===== src/source/ntm_macros.svh =====
`ifndef NTM_MACROS_SVH
`define NTM_MACROS_SVH

// Q16.16 data word and its fraction point
`define NTM_WORD_BITS 32
`define NTM_FRAC_BITS 16

// Largest key length the buffer can hold
`define NTM_MAX_W 16
`define NTM_INDEX_BITS 16

// AXI4-Lite register byte offsets
`define NTM_REG_CTRL 8'h00
`define NTM_REG_STATUS 8'h04
`define NTM_REG_SIZE_N 8'h08
`define NTM_REG_SIZE_W 8'h0C
`define NTM_REG_BETA 8'h10
`define NTM_REG_BEST_INDEX 8'h14
`define NTM_REG_BEST_SCORE 8'h18

`endif


===== src/source/ntm_pkg.sv =====
`include "ntm_macros.svh"

package ntm_pkg;

  //////////////////////////////////////////////////////////////////////
  // Data types
  //////////////////////////////////////////////////////////////////////

  // Signed Q16.16 word for k, M, beta and scores
  typedef logic signed [`NTM_WORD_BITS-1:0] word_t;

  // Full width sum of products
  typedef logic signed [2*`NTM_WORD_BITS-1:0] acc_t;

  // Row or column position
  typedef logic [`NTM_INDEX_BITS-1:0] index_t;

  //////////////////////////////////////////////////////////////////////
  // Sequencer states
  //////////////////////////////////////////////////////////////////////

  typedef enum logic [1:0] {
    idle,
    load_key,
    load_memory,
    drain
  } engine_state_t;

endpackage


===== src/source/ntm_config_regs.sv =====
`timescale 1ns/1ps
`include "ntm_macros.svh"

module ntm_config_regs import ntm_pkg::*; (
  input  logic        clk,
  input  logic        rst_n,
  // AXI4-Lite write channels
  input  logic        s_axi_awvalid,
  output logic        s_axi_awready,
  input  logic [7:0]  s_axi_awaddr,
  input  logic        s_axi_wvalid,
  output logic        s_axi_wready,
  input  logic [31:0] s_axi_wdata,
  input  logic [3:0]  s_axi_wstrb,
  output logic        s_axi_bvalid,
  output logic [1:0]  s_axi_bresp,
  input  logic        s_axi_bready,
  // AXI4-Lite read channels
  input  logic        s_axi_arvalid,
  output logic        s_axi_arready,
  input  logic [7:0]  s_axi_araddr,
  output logic        s_axi_rvalid,
  output logic [31:0] s_axi_rdata,
  output logic [1:0]  s_axi_rresp,
  input  logic        s_axi_rready,
  // Engine side
  input  logic        busy,
  input  logic        done,
  input  index_t      best_index,
  input  word_t       best_score,
  output logic        start,
  output index_t      size_n,
  output index_t      size_w,
  output word_t       beta
);

  logic        write_fire;
  logic        read_fire;
  logic        start_accept;
  logic        done_flag;
  logic [31:0] current_value;
  logic [31:0] write_value;
  logic [31:0] read_value;
  index_t      best_index_reg;
  word_t       best_score_reg;

  // Byte lanes with a strobe take the new data
  function automatic logic [31:0] merge_strobe(input logic [31:0] old_value,
                                               input logic [31:0] new_value,
                                               input logic [3:0]  strobe);
    logic [31:0] merged;
    merged = old_value;
    for (int b = 0; b < 4; b++) begin
      if (strobe[b]) begin
        merged[8*b +: 8] = new_value[8*b +: 8];
      end
    end
    return merged;
  endfunction

  //////////////////////////////////////////////////////////////////////
  // Write path
  //////////////////////////////////////////////////////////////////////

  // Address and data must arrive together, one response outstanding
  assign write_fire    = s_axi_awvalid & s_axi_wvalid & ~s_axi_bvalid;
  assign s_axi_awready = write_fire;
  assign s_axi_wready  = write_fire;
  assign s_axi_bresp   = 2'b00;

  // Old contents of the target register for partial strobes
  always_comb begin
    case (s_axi_awaddr)
      `NTM_REG_SIZE_N: current_value = 32'(size_n);
      `NTM_REG_SIZE_W: current_value = 32'(size_w);
      `NTM_REG_BETA:   current_value = beta;
      default:         current_value = '0;
    endcase
  end

  assign write_value = merge_strobe(current_value, s_axi_wdata, s_axi_wstrb);

  // Start only from idle with both sizes set
  assign start_accept = write_fire && (s_axi_awaddr == `NTM_REG_CTRL) && write_value[0] &&
                        !busy && (size_n != '0) && (size_w != '0);

  always_ff @(posedge clk) begin
    if (!rst_n) begin
      s_axi_bvalid   <= 1'b0;
      start          <= 1'b0;
      size_n         <= '0;
      size_w         <= index_t'(1);
      beta           <= '0;
      done_flag      <= 1'b0;
      best_index_reg <= '0;
      best_score_reg <= '0;
    end else begin
      start <= start_accept;
      // Response held until the master takes it
      if (write_fire) begin
        s_axi_bvalid <= 1'b1;
      end else if (s_axi_bready) begin
        s_axi_bvalid <= 1'b0;
      end
      if (write_fire) begin
        case (s_axi_awaddr)
          `NTM_REG_SIZE_N: size_n <= write_value[`NTM_INDEX_BITS-1:0];
          `NTM_REG_SIZE_W: begin
            // Out of range widths leave the old value
            if (write_value >= 32'd1 && write_value <= 32'(`NTM_MAX_W)) begin
              size_w <= write_value[`NTM_INDEX_BITS-1:0];
            end
          end
          `NTM_REG_BETA:   beta <= write_value;
          default:         ;
        endcase
      end
      // Sticky done until the next run begins
      if (start_accept) begin
        done_flag <= 1'b0;
      end else if (done) begin
        done_flag <= 1'b1;
      end
      if (done) begin
        best_index_reg <= best_index;
        best_score_reg <= best_score;
      end
    end
  end

  //////////////////////////////////////////////////////////////////////
  // Read path
  //////////////////////////////////////////////////////////////////////

  assign s_axi_arready = ~s_axi_rvalid;
  assign read_fire     = s_axi_arvalid & s_axi_arready;
  assign s_axi_rresp   = 2'b00;

  always_comb begin
    case (s_axi_araddr)
      `NTM_REG_STATUS:     read_value = {30'b0, done_flag, busy};
      `NTM_REG_SIZE_N:     read_value = 32'(size_n);
      `NTM_REG_SIZE_W:     read_value = 32'(size_w);
      `NTM_REG_BETA:       read_value = beta;
      `NTM_REG_BEST_INDEX: read_value = 32'(best_index_reg);
      `NTM_REG_BEST_SCORE: read_value = best_score_reg;
      default:             read_value = '0;
    endcase
  end

  always_ff @(posedge clk) begin
    if (!rst_n) begin
      s_axi_rvalid <= 1'b0;
    end else if (read_fire) begin
      s_axi_rvalid <= 1'b1;
    end else if (s_axi_rready) begin
      s_axi_rvalid <= 1'b0;
    end
  end

  // Read data captured with the address
  always_ff @(posedge clk) begin
    if (read_fire) begin
      s_axi_rdata <= read_value;
    end
  end

endmodule


===== config.mk =====
export PLATFORM = sky130hd
export DESIGN_NAME = ntm_config_regs
export DESIGN_NICKNAME = d
export VERILOG_FILES = /design/src/source/ntm_pkg.sv /design/src/source/ntm_config_regs.sv
export VERILOG_INCLUDE_DIRS = /design/src /design/src/source
export SDC_FILE = /design/constraint.sdc
export NUM_CORES = 1
export LEC_CHECK = 0
export ABC_AREA = 0
export BUFFER_PORTS_ARGS = -buffer_cell sky130_fd_sc_hd__buf_2
export CORE_UTILIZATION = 35
export CTS_CLUSTER_SIZE = 16
export DETAILED_ROUTE_END_ITERATION = 8
export GPL_ROUTABILITY_DRIVEN = 0
export HOLD_SLACK_MARGIN = 0.08
export PLACE_DENSITY = 0.58
export SETUP_SLACK_MARGIN = 0.1
export SYNTH_ARGS = -nofsm -noshare
export SYNTH_HDL_FRONTEND = slang
export SYNTH_SLANG_ARGS = --single-unit
export TNS_END_PERCENT = 20

===== constraint.sdc =====
create_clock -name clk -period 2.3 [get_ports clk]
set_clock_uncertainty 0.15 [all_clocks]
set_input_delay 0.115 -clock clk [delete_from_list [all_inputs] [get_ports clk]]
set_output_delay 0.115 -clock clk [all_outputs]
set_load 0.01 [all_outputs]

After elaboration in Yosys (flattened, before gate mapping)
Index checks and enable logic that the tools add are counted.
{"block": "word_totals", "ff_bits": 148, "out_inout_bits": 106}
{"block": "op_classes", "magnitude_cmp": 2, "eq_ne": 9, "muxes": 10, "bitwise_logic": 6, "n_reduce_logical": 16}
{"cell": "case mux 32 bit (6 select lines)", "count": 1}
{"cell": "case mux 32 bit (3 select lines)", "count": 1}
{"cell": "== test 8 x 4 -> 1 bit, second input constant", "count": 4}
{"cell": "== test 8 x 5 -> 1 bit, second input constant", "count": 4}
{"cell": "greater-or-equal comparator 32 x 1 -> 1 bit, second input constant", "count": 1}
{"cell": "<= comparator 32 x 5 -> 1 bit, second input constant", "count": 1}
{"cell": "two-way mux 8 bit", "count": 4}
{"cell": "nonzero test 16 bit", "count": 2}
{"cell": "== test 8 x 3 -> 1 bit, second input constant", "count": 1}
{"cell": "zero test 8 bit", "count": 1}
{"cell": "logical AND 1 bit", "count": 6}
{"cell": "two-way mux 1 bit", "count": 4}
{"cell": "AND reduction 2 bit", "count": 2}
{"cell": "nonzero test 2 bit", "count": 2}
{"cell": "AND 1 bit", "count": 3}
{"cell": "NOT 1 bit", "count": 3}
{"cell": "AND reduction 3 bit", "count": 1}
{"cell": "OR reduction 2 bit", "count": 1}
{"cell": "zero test 1 bit", "count": 1}

Logic depth before layout (Yosys ltp)
Gate-level depths: netlist of run 1.
{"block": "depth", "ltp_word": 8, "mapped_depth": 10, "mapped_depth_nobuf": 7}

Worst setup path before layout of run 1
OpenSTA, ideal clock, no wires.
{"block": "synth_timing", "path_type": "register to register", "from": "register size_n[15]", "to": "register size_w[10]", "setup_time_ns": 0.116, "arrival_time_ns": 2.209, "required_time_ns": 2.034, "path_slack_ns": -0.174, "path_stages_with_launch": 9, "path_cell_list": "dfxtp_1 mux2_4 a32o_1 or4_1 a211oi_1 nor4b_4 nand2_1 buf_2 and3_1"}
{"block": "synth_between", "elab_chain_cells": 5, "elab_cells_between_ends": 6}
{"item": "from (decl)", "line": "ntm_config_regs.sv:32", "source": "output index_t size_n,"}
{"item": "from (signal assigned)", "line": "ntm_config_regs.sv:107", "source": "`NTM_REG_SIZE_N: size_n <= write_value[`NTM_INDEX_BITS-1:0];"}
{"item": "case mux 32 bit (3 select lines) (*)", "line": "ntm_config_regs.sv:73", "source": "case (s_axi_awaddr)"}
{"item": "two-way mux 8 bit (*)", "line": "ntm_config_regs.sv:54", "source": "if (strobe[b]) begin"}
{"item": "greater-or-equal comparator 32 x 1 -> 1 bit / <= comparator 32 x 5 -> 1 bit (equally long branches)", "line": "ntm_config_regs.sv:110", "source": "if (write_value >= 32'd1 && write_value <= 32'(`NTM_MAX_W)) begin"}
{"item": "logical AND 1 bit (*)", "line": "ntm_config_regs.sv:110"}
{"item": "AND reduction 3 bit (no source line) (*)"}
{"item": "to (signal assigned)", "line": "ntm_config_regs.sv:92", "source": "size_w <= index_t'(1);"}
{"item": "to (signal assigned)", "line": "ntm_config_regs.sv:111", "source": "size_w <= write_value[`NTM_INDEX_BITS-1:0];"}
{"item": "to (decl)", "line": "ntm_config_regs.sv:33", "source": "output index_t size_w,"}
Every way passes the cells marked *; elsewhere a longest branch is shown, timed or not.
A chain may end at the register's enable or synchronous reset.

Final worst setup path of run 1
{"block": "layout_timing", "from": "register size_w[15]", "to": "register size_w[3]"}
{"block": "layout_between", "elab_chain_cells": 5, "elab_cells_between_ends": 6}
{"item": "case mux 32 bit (3 select lines) (*)", "line": "ntm_config_regs.sv:73"}
{"item": "two-way mux 8 bit (*)", "line": "ntm_config_regs.sv:54"}
{"item": "greater-or-equal comparator 32 x 1 -> 1 bit / <= comparator 32 x 5 -> 1 bit (equally long branches)", "line": "ntm_config_regs.sv:110"}
{"item": "logical AND 1 bit (*)", "line": "ntm_config_regs.sv:110"}
{"item": "AND reduction 3 bit (no source line) (*)"}
Marks and branches as above.

==> flow_metrics.py, run 1 <==
metrics = {
    "clocking": {
        "cts-root-buf": "clkbuf_16",
        "cts_buffers": 17,
        "cts-htree-levels": 4,
        "cts_tree": "done",
        "clk_pin_slew_ns": 0.07,
        "clk_latency_ns": 0.43,
        "cts_buffer_depth": 2,
        "numClockSinks": 148,
    },
    "timing": {
        "max_freq_ghz": 0.4073,
        "finalSetupViolations": 15,
        "period_needed_ns": 2.455,
        "period_share": 1.068,
        "whs_ns": 0.09787,
        "slew_violations": 0,
        "tns_ns": -0.8401,
        "worst_slew_pin_slew_ns": 0.7108,
        "rsz0062_at_grt": "true",
        "hold_violations": 0,
        "slew_headroom": 0.5195,
        "fin_ws_ns": -0.1554,
    },
    "place": {
        "dpl.cell_count": 1250,
        "dp_hpwl_um": 18350,
        "pre_cts_ws_ns": -0.1968,
        "portBuffers": 210,
    },
    "synth": {
        "synthCells": 724,
        "synth.top_cell.area_share": 0.3407,
        "yosysSeqAreaShare": 0.4817,
        "ys.flop_type": "dfxtp_1",
        "synthMuxAreaShare": 0.1252,
        "yosysMostFrequentCell": "dfxtp_1",
        "netlist_top_cells_area": "dfxtp_1 (34%), edfxtp_1 (14%), mux2i_1 (11%)",
        "synth-seq-cells": 148,
        "yosys.area.top_type": "dfxtp_1",
        "synth_xor_area_frac": 0.004039,
        "ys_warn_count": 0,
        "synth-adder-area-share": 0,
        "syn-cell-area_sq_um": 6815,
        "synth_compound_area_frac": 0.1603,
        "synth-simple-area-share": 0.1893,
        "synth_edf_count": 32,
        "synth.avg_cell_area_sq_um": 9.413,
        "synth_common_cells": "dfxtp_1 (116), nor2_1 (110), mux2i_1 (77)",
        "synth_top_family_by_area": "simple AND/OR/NAND/NOR gates",
        "async_flop_share": 0,
        "ys_types": 65,
    },
    "floorplanning": {
        "die_w_um": 141.5,
        "io_pins": 215,
        "die_area_sq_um": 20030,
        "core.rowCount": 50,
        "fp.dieH_um": 141.5,
        "core_sq_um": 18890,
        "start_util": 0.3607,
    },
    "cells_and_area": {
        "nets": 1226,
        "post-route-util": 0.5636,
        "area_delta_synth_final_pct": 56.25,
        "final_cells": 1390,
        "n_antenna_cell": 0,
        "drive_gt1_frac": 0.3389,
    },
    "grt": {
        "grt-ovfl-total": 0,
        "grt_pass1_vias": 6836,
        "grt_usage": 0.2566,
        "grt_max_degree": 49,
        "antenna_found_initial": 0,
        "grt_use_met2": 0.3850,
        "grt_pass1_wl_um": 38670,
        "use_met3": 0.04151,
        "globalRouteMet1Util": 0.3723,
        "grt_busiest_layer": "met2",
    },
    "routing": {
        "drt_iter0_markers": 483,
        "drtPass1Iterations": 5,
        "drtAntennaViolNets": 0,
        "routedWlPerCell_um": 18.34,
        "num_vias": 7189,
        "totalWireLength_um": 25490,
        "vias_per_cell": 5.172,
        "drc_errors": 0,
    },
    "setup_path": {
        "cp-start-kind": "flip-flop",
        "crit_type": "flip-flop to flip-flop",
        "cpPeakStageDelay_ns": 0.36,
        "crit_path_top_delay_cell": "nor4_4",
        "cp-end-kind": "flip-flop",
        "crit_chain": "mux2_4, a32o_2, o31a_1, or3_4, nor4_4, buf_4, a21oi_2, a311oi_1",
        "required_ns": 2.49,
        "cp_max_fo": 4,
        "arrival_ns": 2.65,
    },
    "pwr": {
        "ir_worst_vdd_mv": 0.4802,
        "p_per_area_nw_per_um2": 610.9,
        "leakage_nw": 4.700,
    },
    "job": {
        "maxCapViolations": 0,
    },
    "outcome": {
        "violations": "setup timing",
        "outcome": "finished, violations left",
    },
    "hold_path": {
        "hold_class": "input port to flip-flop",
    },
}
==> kinds of logic after synthesis <==
logic type / count (synthesis)
AOI/OAI and AO/OA: 155
xor gates and xnor gates: 1
buffers and inverters: 63
DFF: 148
muxes: 84
other: 1
and+or+nand+nor: 272
==> through the flow <==
| stage | total power, mW | area [sq um] |
|---|---|---|
| final | 6.506 | 10650 |
| after global routing | 6.724 | 10650 |
| after CTS | 6.524 | 10590 |
| after detailed placement | 3.391 | 8889 |
| after global placement | 3.385 | 8889 |
| after floorplan | 3.120 | 6843 |
==> cell usage in the layout (no fill, tap or decap), types with 3 or more instances in the layout <==
cell | synthesis | final
o31a_1 | 3 | 3
clkbuf_16 | 0 | 19
edfxtp_1 | 32 | 32
a21oi_2 | 0 | 3
nor2_1 | 110 | 109
dlygate4sd3_1 | 0 | 103
and3_1 | 15 | 14
a21oi_1 | 34 | 31
nand3_1 | 19 | 19
mux2_2 | 5 | 5
buf_4 | 5 | 104
a221oi_1 | 5 | 4
or4_1 | 4 | 4
o211ai_1 | 4 | 4
o21ai_0 | 19 | 19
dfxtp_1 | 116 | 114
or3_1 | 3 | 3
a211oi_1 | 26 | 25
nor2b_1 | 4 | 3
conb_1 | 1 | 4
inv_1 | 8 | 7
nor4_1 | 6 | 6
nand2_1 | 63 | 62
buf_12 | 0 | 7
o21ai_1 | 9 | 9
a221o_1 | 14 | 14
buf_2 | 2 | 210
inv_6 | 0 | 4
nand4_1 | 8 | 8
a22o_1 | 16 | 16
nor3_1 | 22 | 21
a22oi_1 | 6 | 6
mux2i_1 | 77 | 77
bufinv_16 | 0 | 3
==> worst max-delay path: cells and delay by family, from the launching register on <==
family / cells / cell delay (ns)
multiplexers: 1 / 0.25
AND/OR/NAND/NOR: 2 / 0.70
buffers and inverters: 1 / 0.21
AO/OA/AOI/OAI: 4 / 0.72
flip-flops: 1 / 0.33
==> area by class of cell <==
class / count / area (sq um)
Clock buffer: 20 / 479.2
Multi-Input combinational cell: 516 / 3341
Fill cell: 1709 / 8244
Sequential cell: 148 / 3286
Timing Repair Buffer: 426 / 3025
Clock inverter: 12 / 162.7
Tap cell: 260 / 325.3
Inverter: 8 / 30.03
==> path summary, 6_finish.rpt <==
check                       start  cells past startpoint  slack, ns              to
setup / recovery       size_w[15]                      8      -0.16       size_w[3]
hold / removal    s_axi_araddr[2]                      4        0.1  s_axi_rdata[1]
setup reg to reg       size_w[15]                      8      -0.16       size_w[3]
hold reg to reg          beta[25]                      2       0.32        beta[25]
==> what timing repair did <==
item	4_1_cts	5_1_grt
gates resized for setup	3	9
pin swaps	19	5
buffers inserted	3	2
gates cloned	0	0
hold buffers	103	0
setup endpoints to repair	16	22
hold endpoints to repair	119	0
==> routing by layer <==
| layer | vias up | routed length [um] |
|---|---|---|
| li1 | 3446 | - |
| met1 | 3402 | 12120 |
| met2 | 294 | 11250 |
| met3 | 47 | 1606 |
| met4 | 0 | 514 |
| met5 | - | 0 |
==> power by group <==
group	switching (mW)	leakage [nW]	internal, mW
Sequential	0.0360	1.26	2.73
Clock	1.18	0.313	1.86
Combinational	0.338	3.12	0.362
Total	1.55	4.70	4.95
(Power assumes the default switching activity.)
==> inputs of run 2 (changes only) <==
--- a/config.mk
+++ b/config.mk
@@ -6,14 +6,15 @@
 export SDC_FILE = /design/constraint.sdc
 export NUM_CORES = 1
 export LEC_CHECK = 0
-export ABC_AREA = 0
+export ABC_AREA = 1
 export BUFFER_PORTS_ARGS = -buffer_cell sky130_fd_sc_hd__buf_2
+export CAP_MARGIN = 15
 export CORE_UTILIZATION = 35
 export CTS_CLUSTER_SIZE = 16
 export DETAILED_ROUTE_END_ITERATION = 8
 export GPL_ROUTABILITY_DRIVEN = 0
 export HOLD_SLACK_MARGIN = 0.08
-export PLACE_DENSITY = 0.58
+export PLACE_DENSITY = 0.68
 export SETUP_SLACK_MARGIN = 0.1
 export SYNTH_ARGS = -nofsm -noshare
 export SYNTH_HDL_FRONTEND = slang
==> run 2 against run 1 <==
Against the previous run: the run now ends clean; utilization shrank 5.9 points; clock power shrank 12%; via count grew 12%; die area grew 5.5%; register-to-register slack gained 0.40 ns.
==> flow_metrics.py, run 2 <==
metrics = {
    "synth": {
        "yosysSeqAreaShare": 0.4563,
        "ys_warn_count": 0,
        "synth-seq-cells": 148,
        "synth.avg_cell_area_sq_um": 7.526,
        "synth_edf_count": 32,
        "synth_common_cells": "nor2_1 (145), nand2_1 (137), dfxtp_1 (116), o21ai_0 (116), nand3_1 (99)",
        "netlist_top_cells_area": "dfxtp_1 (32%), edfxtp_1 (13%), o21ai_0 (8.1%)",
        "yosys.area.top_type": "dfxtp_1",
        "ys_types": 40,
        "syn-cell-area_sq_um": 7194,
        "synthCells": 956,
        "async_flop_share": 0,
        "ys.flop_type": "dfxtp_1",
        "synth.top_cell.area_share": 0.3228,
        "yosysMostFrequentCell": "nor2_1",
    },
    "cells_and_area": {
        "drive_gt1_frac": 0.2543,
        "post-route-util": 0.5042,
        "final.fill_count": 1937,
        "layout_commonest_cell": "buf_2",
        "nets": 1374,
        "area_delta_synth_final_pct": 41.34,
        "n_antenna_cell": 0,
        "layout_common_cells": "buf_2 (208), nor2_1 (144), nand2_1 (137)",
        "design_area_sq_um": 10170,
    },
    "grt": {
        "grt_pass1_vias": 7539,
        "globalRouteMet1Util": 0.3125,
        "grt_busiest_layer": "met2",
        "grt_usage": 0.2559,
        "grt-ovfl-total": 0,
        "antenna_found_initial": 0,
        "grt_use_met2": 0.4111,
        "grt_pass1_wl_um": 41500,
        "use_met3": 0.05925,
        "grt_max_degree": 85,
    },
    "hold_path": {
        "hold_path_depth": 6,
        "holdPathEnd": "beta[13]",
        "holdCritStartpoint": "s_axi_wstrb[1]",
        "hold_class": "input port to flip-flop",
    },
    "pwr": {
        "switching_power_mw": 1.582,
        "switching_share": 0.2580,
        "seq_power_share": 0.454,
        "ir_worst_vdd_mv": 0.3872,
        "leakage_nw": 4.793,
        "intPower_mw": 4.550,
        "p_per_area_nw_per_um2": 603.1,
        "clkPwrFrac": 0.438,
        "finalPower_mw": 6.132,
        "combPwrFrac": 0.109,
    },
    "timing": {
        "period_needed_ns": 2.176,
        "rsz0062_at_grt": "true",
        "slew_headroom": 0.4246,
        "whs_ns": 0.1133,
        "hold_violations": 0,
        "tns_ns": 0,
        "max_freq_ghz": 0.4595,
        "worst_slew_pin_slew_ns": 0.8632,
        "slew_violations": 0,
        "period_share": 0.9462,
        "finalSetupViolations": 0,
    },
    "setup_path": {
        "cp-start-kind": "input port",
        "crit_type": "input port to flip-flop",
        "cp_common_cell": "nand2_1",
        "cpPeakStageDelay_ns": 0.57,
        "reg2reg_setup_slack_ns": 0.24,
        "crit_chain": "dlygate4sd3_1, buf_2, nand2_1, dlygate4sd3_1, nand2_2, nor2_1, nand2_1, nand2_1, nand2_2, nand3_4, buf_4, nand3_2, inv_1",
        "reg2reg_from": "s_axi_bvalid",
        "cp-end-kind": "flip-flop",
        "r2r_end": "size_w[6]",
        "crit_path_top_delay_cell": "dlygate4sd3_1",
        "reg2reg_depth": 11,
        "cp_max_fo": 9,
        "arrival_ns": 2.40,
        "required_ns": 2.52,
    },
    "clocking": {
        "cts_buffers": 17,
        "cts-htree-levels": 4,
        "cts_buffer_depth": 2,
        "clk_pin_slew_ns": 0.07,
        "cts-root-buf": "clkbuf_16",
        "clk_latency_ns": 0.43,
        "cts_tree": "done",
        "numClockSinks": 148,
    },
    "routing": {
        "drt_iter0_markers": 853,
        "totalWireLength_um": 27390,
        "drtPass1Iterations": 7,
        "drc_errors": 0,
        "vias_per_cell": 5.224,
        "routedWlPerCell_um": 17.69,
        "num_vias": 8086,
        "drtAntennaViolNets": 0,
    },
    "job": {
        "maxCapViolations": 0,
    },
    "floorplanning": {
        "start_util": 0.3567,
        "core.rowCount": 52,
        "io_pins": 215,
        "die_w_um": 145.4,
        "core_sq_um": 20170,
        "die_area_sq_um": 21130,
        "fp.dieH_um": 145.4,
    },
    "outcome": {
        "outcome": "finished clean",
    },
    "place": {
        "dp_hpwl_um": 18730,
        "portBuffers": 210,
        "dpl_cell_area_sq_um": 8531,
    },
}
-- run 2: cell families (layout without fill, tap and decap cells) --
| kind of cell | after synthesis | in the layout | share of synthesized area |
|---|---|---|---|
| and+or+nand+nor | 442 | 442 | 0.2868 |
| buffers and inverters | 169 | 488 | 0.1019 |
| DFF | 148 | 148 | 0.4563 |
| other | 1 | 4 | 0.0005212 |
| AOI/OAI and AO/OA | 196 | 196 | 0.1544 |
-- run 2: layout make-up --
class	instances	area [sq um]	area share
flip-flops and latches	148	3283	0.3229
clock buffers	19	432.9	0.04257
well taps	270	337.8	0.03322
repair buffers	348	2385	0.2345
inverters	108	405.4	0.03987
clock inverters	13	121.4	0.01194
multi-input cells	642	3203	0.3150
-- run 2: power groups by stage --
stage | registers [mW] | clock network (mW) | logic [mW]
2_1_floorplan | 2.85 | 0 | 0.270
3_3_place_gp | 2.84 | 0 | 0.509
3_5_place_dp | 2.84 | 0 | 0.513
4_1_cts | 2.78 | 2.71 | 0.649
5_1_grt | 2.79 | 2.82 | 0.720
6_report | 2.78 | 2.68 | 0.667
-- run 2: metrics by stage --
stage	cells	worst slack (ns)
after CTS	1542	0.1197
final	1548	0.1238
after global routing	1548	0.06681
after global placement	1408	0.1764
after floorplan	959	0.4614
after detailed placement	1408	0.09512
-- run 2: worst max path at each step --
stage                               start         end  slack, ns  cells past startpoint
after global routing       s_axi_wdata[8]   size_w[5]       0.07                     12
final                      s_axi_wdata[1]   size_w[6]       0.12                     13
after CTS                  s_axi_wdata[8]   size_w[4]       0.12                     12
after floorplan              s_axi_bvalid  size_w[13]       0.46                     11
after global placement    s_axi_awaddr[2]   size_w[4]       0.18                     16
after detailed placement  s_axi_awaddr[2]   size_w[0]        0.1                     16
-- run 2: per-layer routing --
layer	vias to the layer above	part of all wire
li1	3802	-
met1	3670	0.40
met2	496	0.46
met3	118	0.089
met4	0	0.056
met5	-	0
-- run 2: repair_timing --
item | CTS | global route
gates resized for setup | 0 | 2
endpoints found under the hold margin | 100 | 0
setup buffers | 0 | 6
endpoints found under the setup margin | 0 | 17
hold buffers | 102 | 0
-- run 2: critical path: cells and delay by family --
kind / cells / cell delay, ns
buffers and inverters: 5 / 1.50
AND/OR/NAND/NOR: 8 / 0.76
==> inputs of run 3 (changes only) <==
--- a/config.mk
+++ b/config.mk
@@ -6,7 +6,6 @@
 export SDC_FILE = /design/constraint.sdc
 export NUM_CORES = 1
 export LEC_CHECK = 0
-export ABC_AREA = 1
 export BUFFER_PORTS_ARGS = -buffer_cell sky130_fd_sc_hd__buf_2
 export CAP_MARGIN = 15
 export CORE_UTILIZATION = 35
@@ -14,8 +13,9 @@
 export DETAILED_ROUTE_END_ITERATION = 8
 export GPL_ROUTABILITY_DRIVEN = 0
 export HOLD_SLACK_MARGIN = 0.08
-export PLACE_DENSITY = 0.68
+export PLACE_DENSITY = 0.69
 export SETUP_SLACK_MARGIN = 0.1
+export SLEW_MARGIN = 30
 export SYNTH_ARGS = -nofsm -noshare
 export SYNTH_HDL_FRONTEND = slang
 export SYNTH_SLANG_ARGS = --single-unit
==> run 3 against run 2 <==
Against the previous run: the run now ends with setup timing left; combinational power grew 5.1%; sequential power is essentially flat; utilization grew 5.5 points; register-to-register slack lost 0.31 ns.
==> flow_metrics.py, run 3 (same netlist as run 1, synthesis figures left out) <==
metrics = {
    "clocking": {
        "numClockSinks": 148,
        "clk_latency_ns": 0.43,
        "cts_buffers": 17,
        "clk_pin_slew_ns": 0.07,
        "cts-root-buf": "clkbuf_16",
        "cts_tree": "done",
        "cts_buffer_depth": 2,
        "cts-htree-levels": 4,
    },
    "setup_path": {
        "crit_path_top_delay_cell": "or3_4",
        "cp_max_fo": 6,
        "crit_path_end": "size_w[2]",
        "crit_type": "flip-flop to flip-flop",
        "cp.depth": 8,
        "cp-start-kind": "flip-flop",
        "crit_chain": "mux2_4, a32o_2, o31a_1, or3_4, nor4_4, buf_6, a21oi_2, a311oi_1",
        "reg2reg_depth": 8,
        "reg2reg_from": "size_n[15]",
        "reg2reg_setup_slack_ns": -0.07,
        "cp-end-kind": "flip-flop",
        "arrival_ns": 2.57,
        "r2r_end": "size_w[2]",
        "critPathLaunch": "size_n[15]",
        "required_ns": 2.50,
        "cpPeakStageDelay_ns": 0.34,
        "path_buf_inv": 1,
        "crit_family": "compound AO/OA/AOI/OAI gates",
    },
    "timing": {
        "worst_slew_pin_slew_ns": 0.7229,
        "rsz0062_at_grt": "true",
        "fin_ws_ns": -0.07126,
        "finalSetupViolations": 15,
        "hold_violations": 0,
        "slew_violations": 0,
        "tns_ns": -0.6479,
        "period_share": 1.031,
        "max_freq_ghz": 0.4217,
        "period_needed_ns": 2.371,
        "slew_headroom": 0.5174,
    },
    "hold_path": {
        "hold_class": "input port to flip-flop",
        "hold_path_depth": 6,
    },
    "pwr": {
        "ir_worst_vdd_mv": 0.4818,
        "switching_power_mw": 1.560,
        "p_per_area_nw_per_um2": 606.6,
        "switching_share": 0.2437,
        "intPower_mw": 4.843,
        "finalPower_mw": 6.404,
        "clkPwrFrac": 0.458,
        "seq_power_share": 0.433,
        "leakage_nw": 4.633,
        "combPwrFrac": 0.110,
    },
    "routing": {
        "drtAntennaViolNets": 0,
        "totalWireLength_um": 26080,
        "drtPass1Iterations": 5,
        "num_vias": 7408,
        "vias_per_cell": 5.368,
        "routedWlPerCell_um": 18.90,
        "drc_errors": 0,
        "drt_iter0_markers": 663,
    },
    "cells_and_area": {
        "register_area_sq_um": 3286,
        "area_delta_synth_final_pct": 54.91,
        "n_antenna_cell": 0,
        "layout_common_cells": "buf_2 (210), dfxtp_1 (114), nor2_1 (108)",
        "layout_commonest_cell": "buf_2",
        "drive_gt1_frac": 0.3366,
        "design_area_sq_um": 10560,
        "final.fill_count": 1692,
        "nets": 1216,
        "multi_input_area_sq_um": 3352,
        "final_cells": 1380,
    },
    "grt": {
        "grt_pass1_vias": 6956,
        "grt_pass1_wl_um": 38910,
        "grt-ovfl-total": 0,
        "grt_max_degree": 50,
        "grt_usage": 0.2574,
        "antenna_found_initial": 1,
    },
    "floorplanning": {
        "die_w_um": 141.5,
        "start_util": 0.3607,
        "die_area_sq_um": 20030,
        "core.rowCount": 50,
        "io_pins": 215,
        "core_sq_um": 18890,
        "fp.dieH_um": 141.5,
    },
    "outcome": {
        "outcome": "finished, violations left",
        "violations": "setup timing",
    },
    "job": {
        "maxCapViolations": 0,
    },
    "place": {
        "dpl.cell_count": 1243,
        "pre_cts_ws_ns": -0.1755,
        "portBuffers": 210,
        "dp_hpwl_um": 18060,
        "dpl_cell_area_sq_um": 8818,
    },
}
run 3: changes by cell type in the layout (fill, tap and decap cells not counted), sizes merged, moves of 9 or more:
cell    change
nor3       +17
buf        +70
inv        -99
o21ai      -89
a31oi       -9
nand3      -97
mux2i      +77
nor2       -45
nand2      -84
a221o      +14
a22o       +16
a211oi     +26
and3       +15
run 3: metrics by stage:
step | util | hold WS, ns
2_1_floorplan | - | 0.06402
3_3_place_gp | 0.4668 | 0.1577
3_5_place_dp | 0.4668 | 0.1607
4_1_cts | 0.5554 | 0.09581
5_1_grt | 0.5588 | 0.1593
6_report | 0.5588 | 0.1293
run 3: what timing repair did:
item | in CTS | in global routing
gates resized for setup | 7 | 13
endpoints found under the hold margin | 111 | 0
setup buffers | 2 | 1
setup endpoints to repair | 16 | 26
hold buffers | 102 | 0
pin swaps | 11 | 7
run 3: worst min-delay path: cells and delay by family:
| kind | cells | cell delay [ns] |
|---|---|---|
| simple gates | 3 | 0.21 |
| buf+inv | 2 | 0.27 |
| compound gates | 1 | 0.07 |
run 3: final cells by class:
cell class | instances | share of cell area
clock buffer | 19 | 0.04195
clock inverter | 13 | 0.01635
inverter | 8 | 0.002844
multi-input combinational | 516 | 0.3175
sequential | 148 | 0.3112
tap | 260 | 0.03081
timing repair buffer | 416 | 0.2793
run 3: worst min path at each step:
| stage | start | end | slack, ns |
|---|---|---|---|
| 6_report | s_axi_wstrb[1] | beta[12] | 0.13 |
| 3_3_place_gp | s_axi_rready | s_axi_rvalid | 0.16 |
| 3_5_place_dp | s_axi_rready | s_axi_rvalid | 0.16 |
| 5_1_grt | s_axi_wstrb[1] | size_n[11] | 0.16 |
| 4_1_cts | s_axi_araddr[2] | s_axi_rdata[1] | 0.1 |
| 2_1_floorplan | s_axi_rready | s_axi_rvalid | 0.06 |
run 3: layer usage:
metal / global-route usage / up-vias / routed length (um)
li1: - / 3418 / -
met1: 0.3487 / 3470 / 11350
met2: 0.3848 / 436 / 11560
met3: 0.05805 / 84 / 2112
met4: 0.1285 / 0 / 1059
met5: 0 / - / 0
run 3: power groups by stage:
stage	clock [mW]	sequential [mW]	combinational, mW
after floorplan	0	2.84	0.282
after global placement	0	2.82	0.547
after detailed placement	0	2.83	0.554
after CTS	2.96	2.77	0.678
after global routing	3.06	2.78	0.749
final	2.93	2.77	0.701
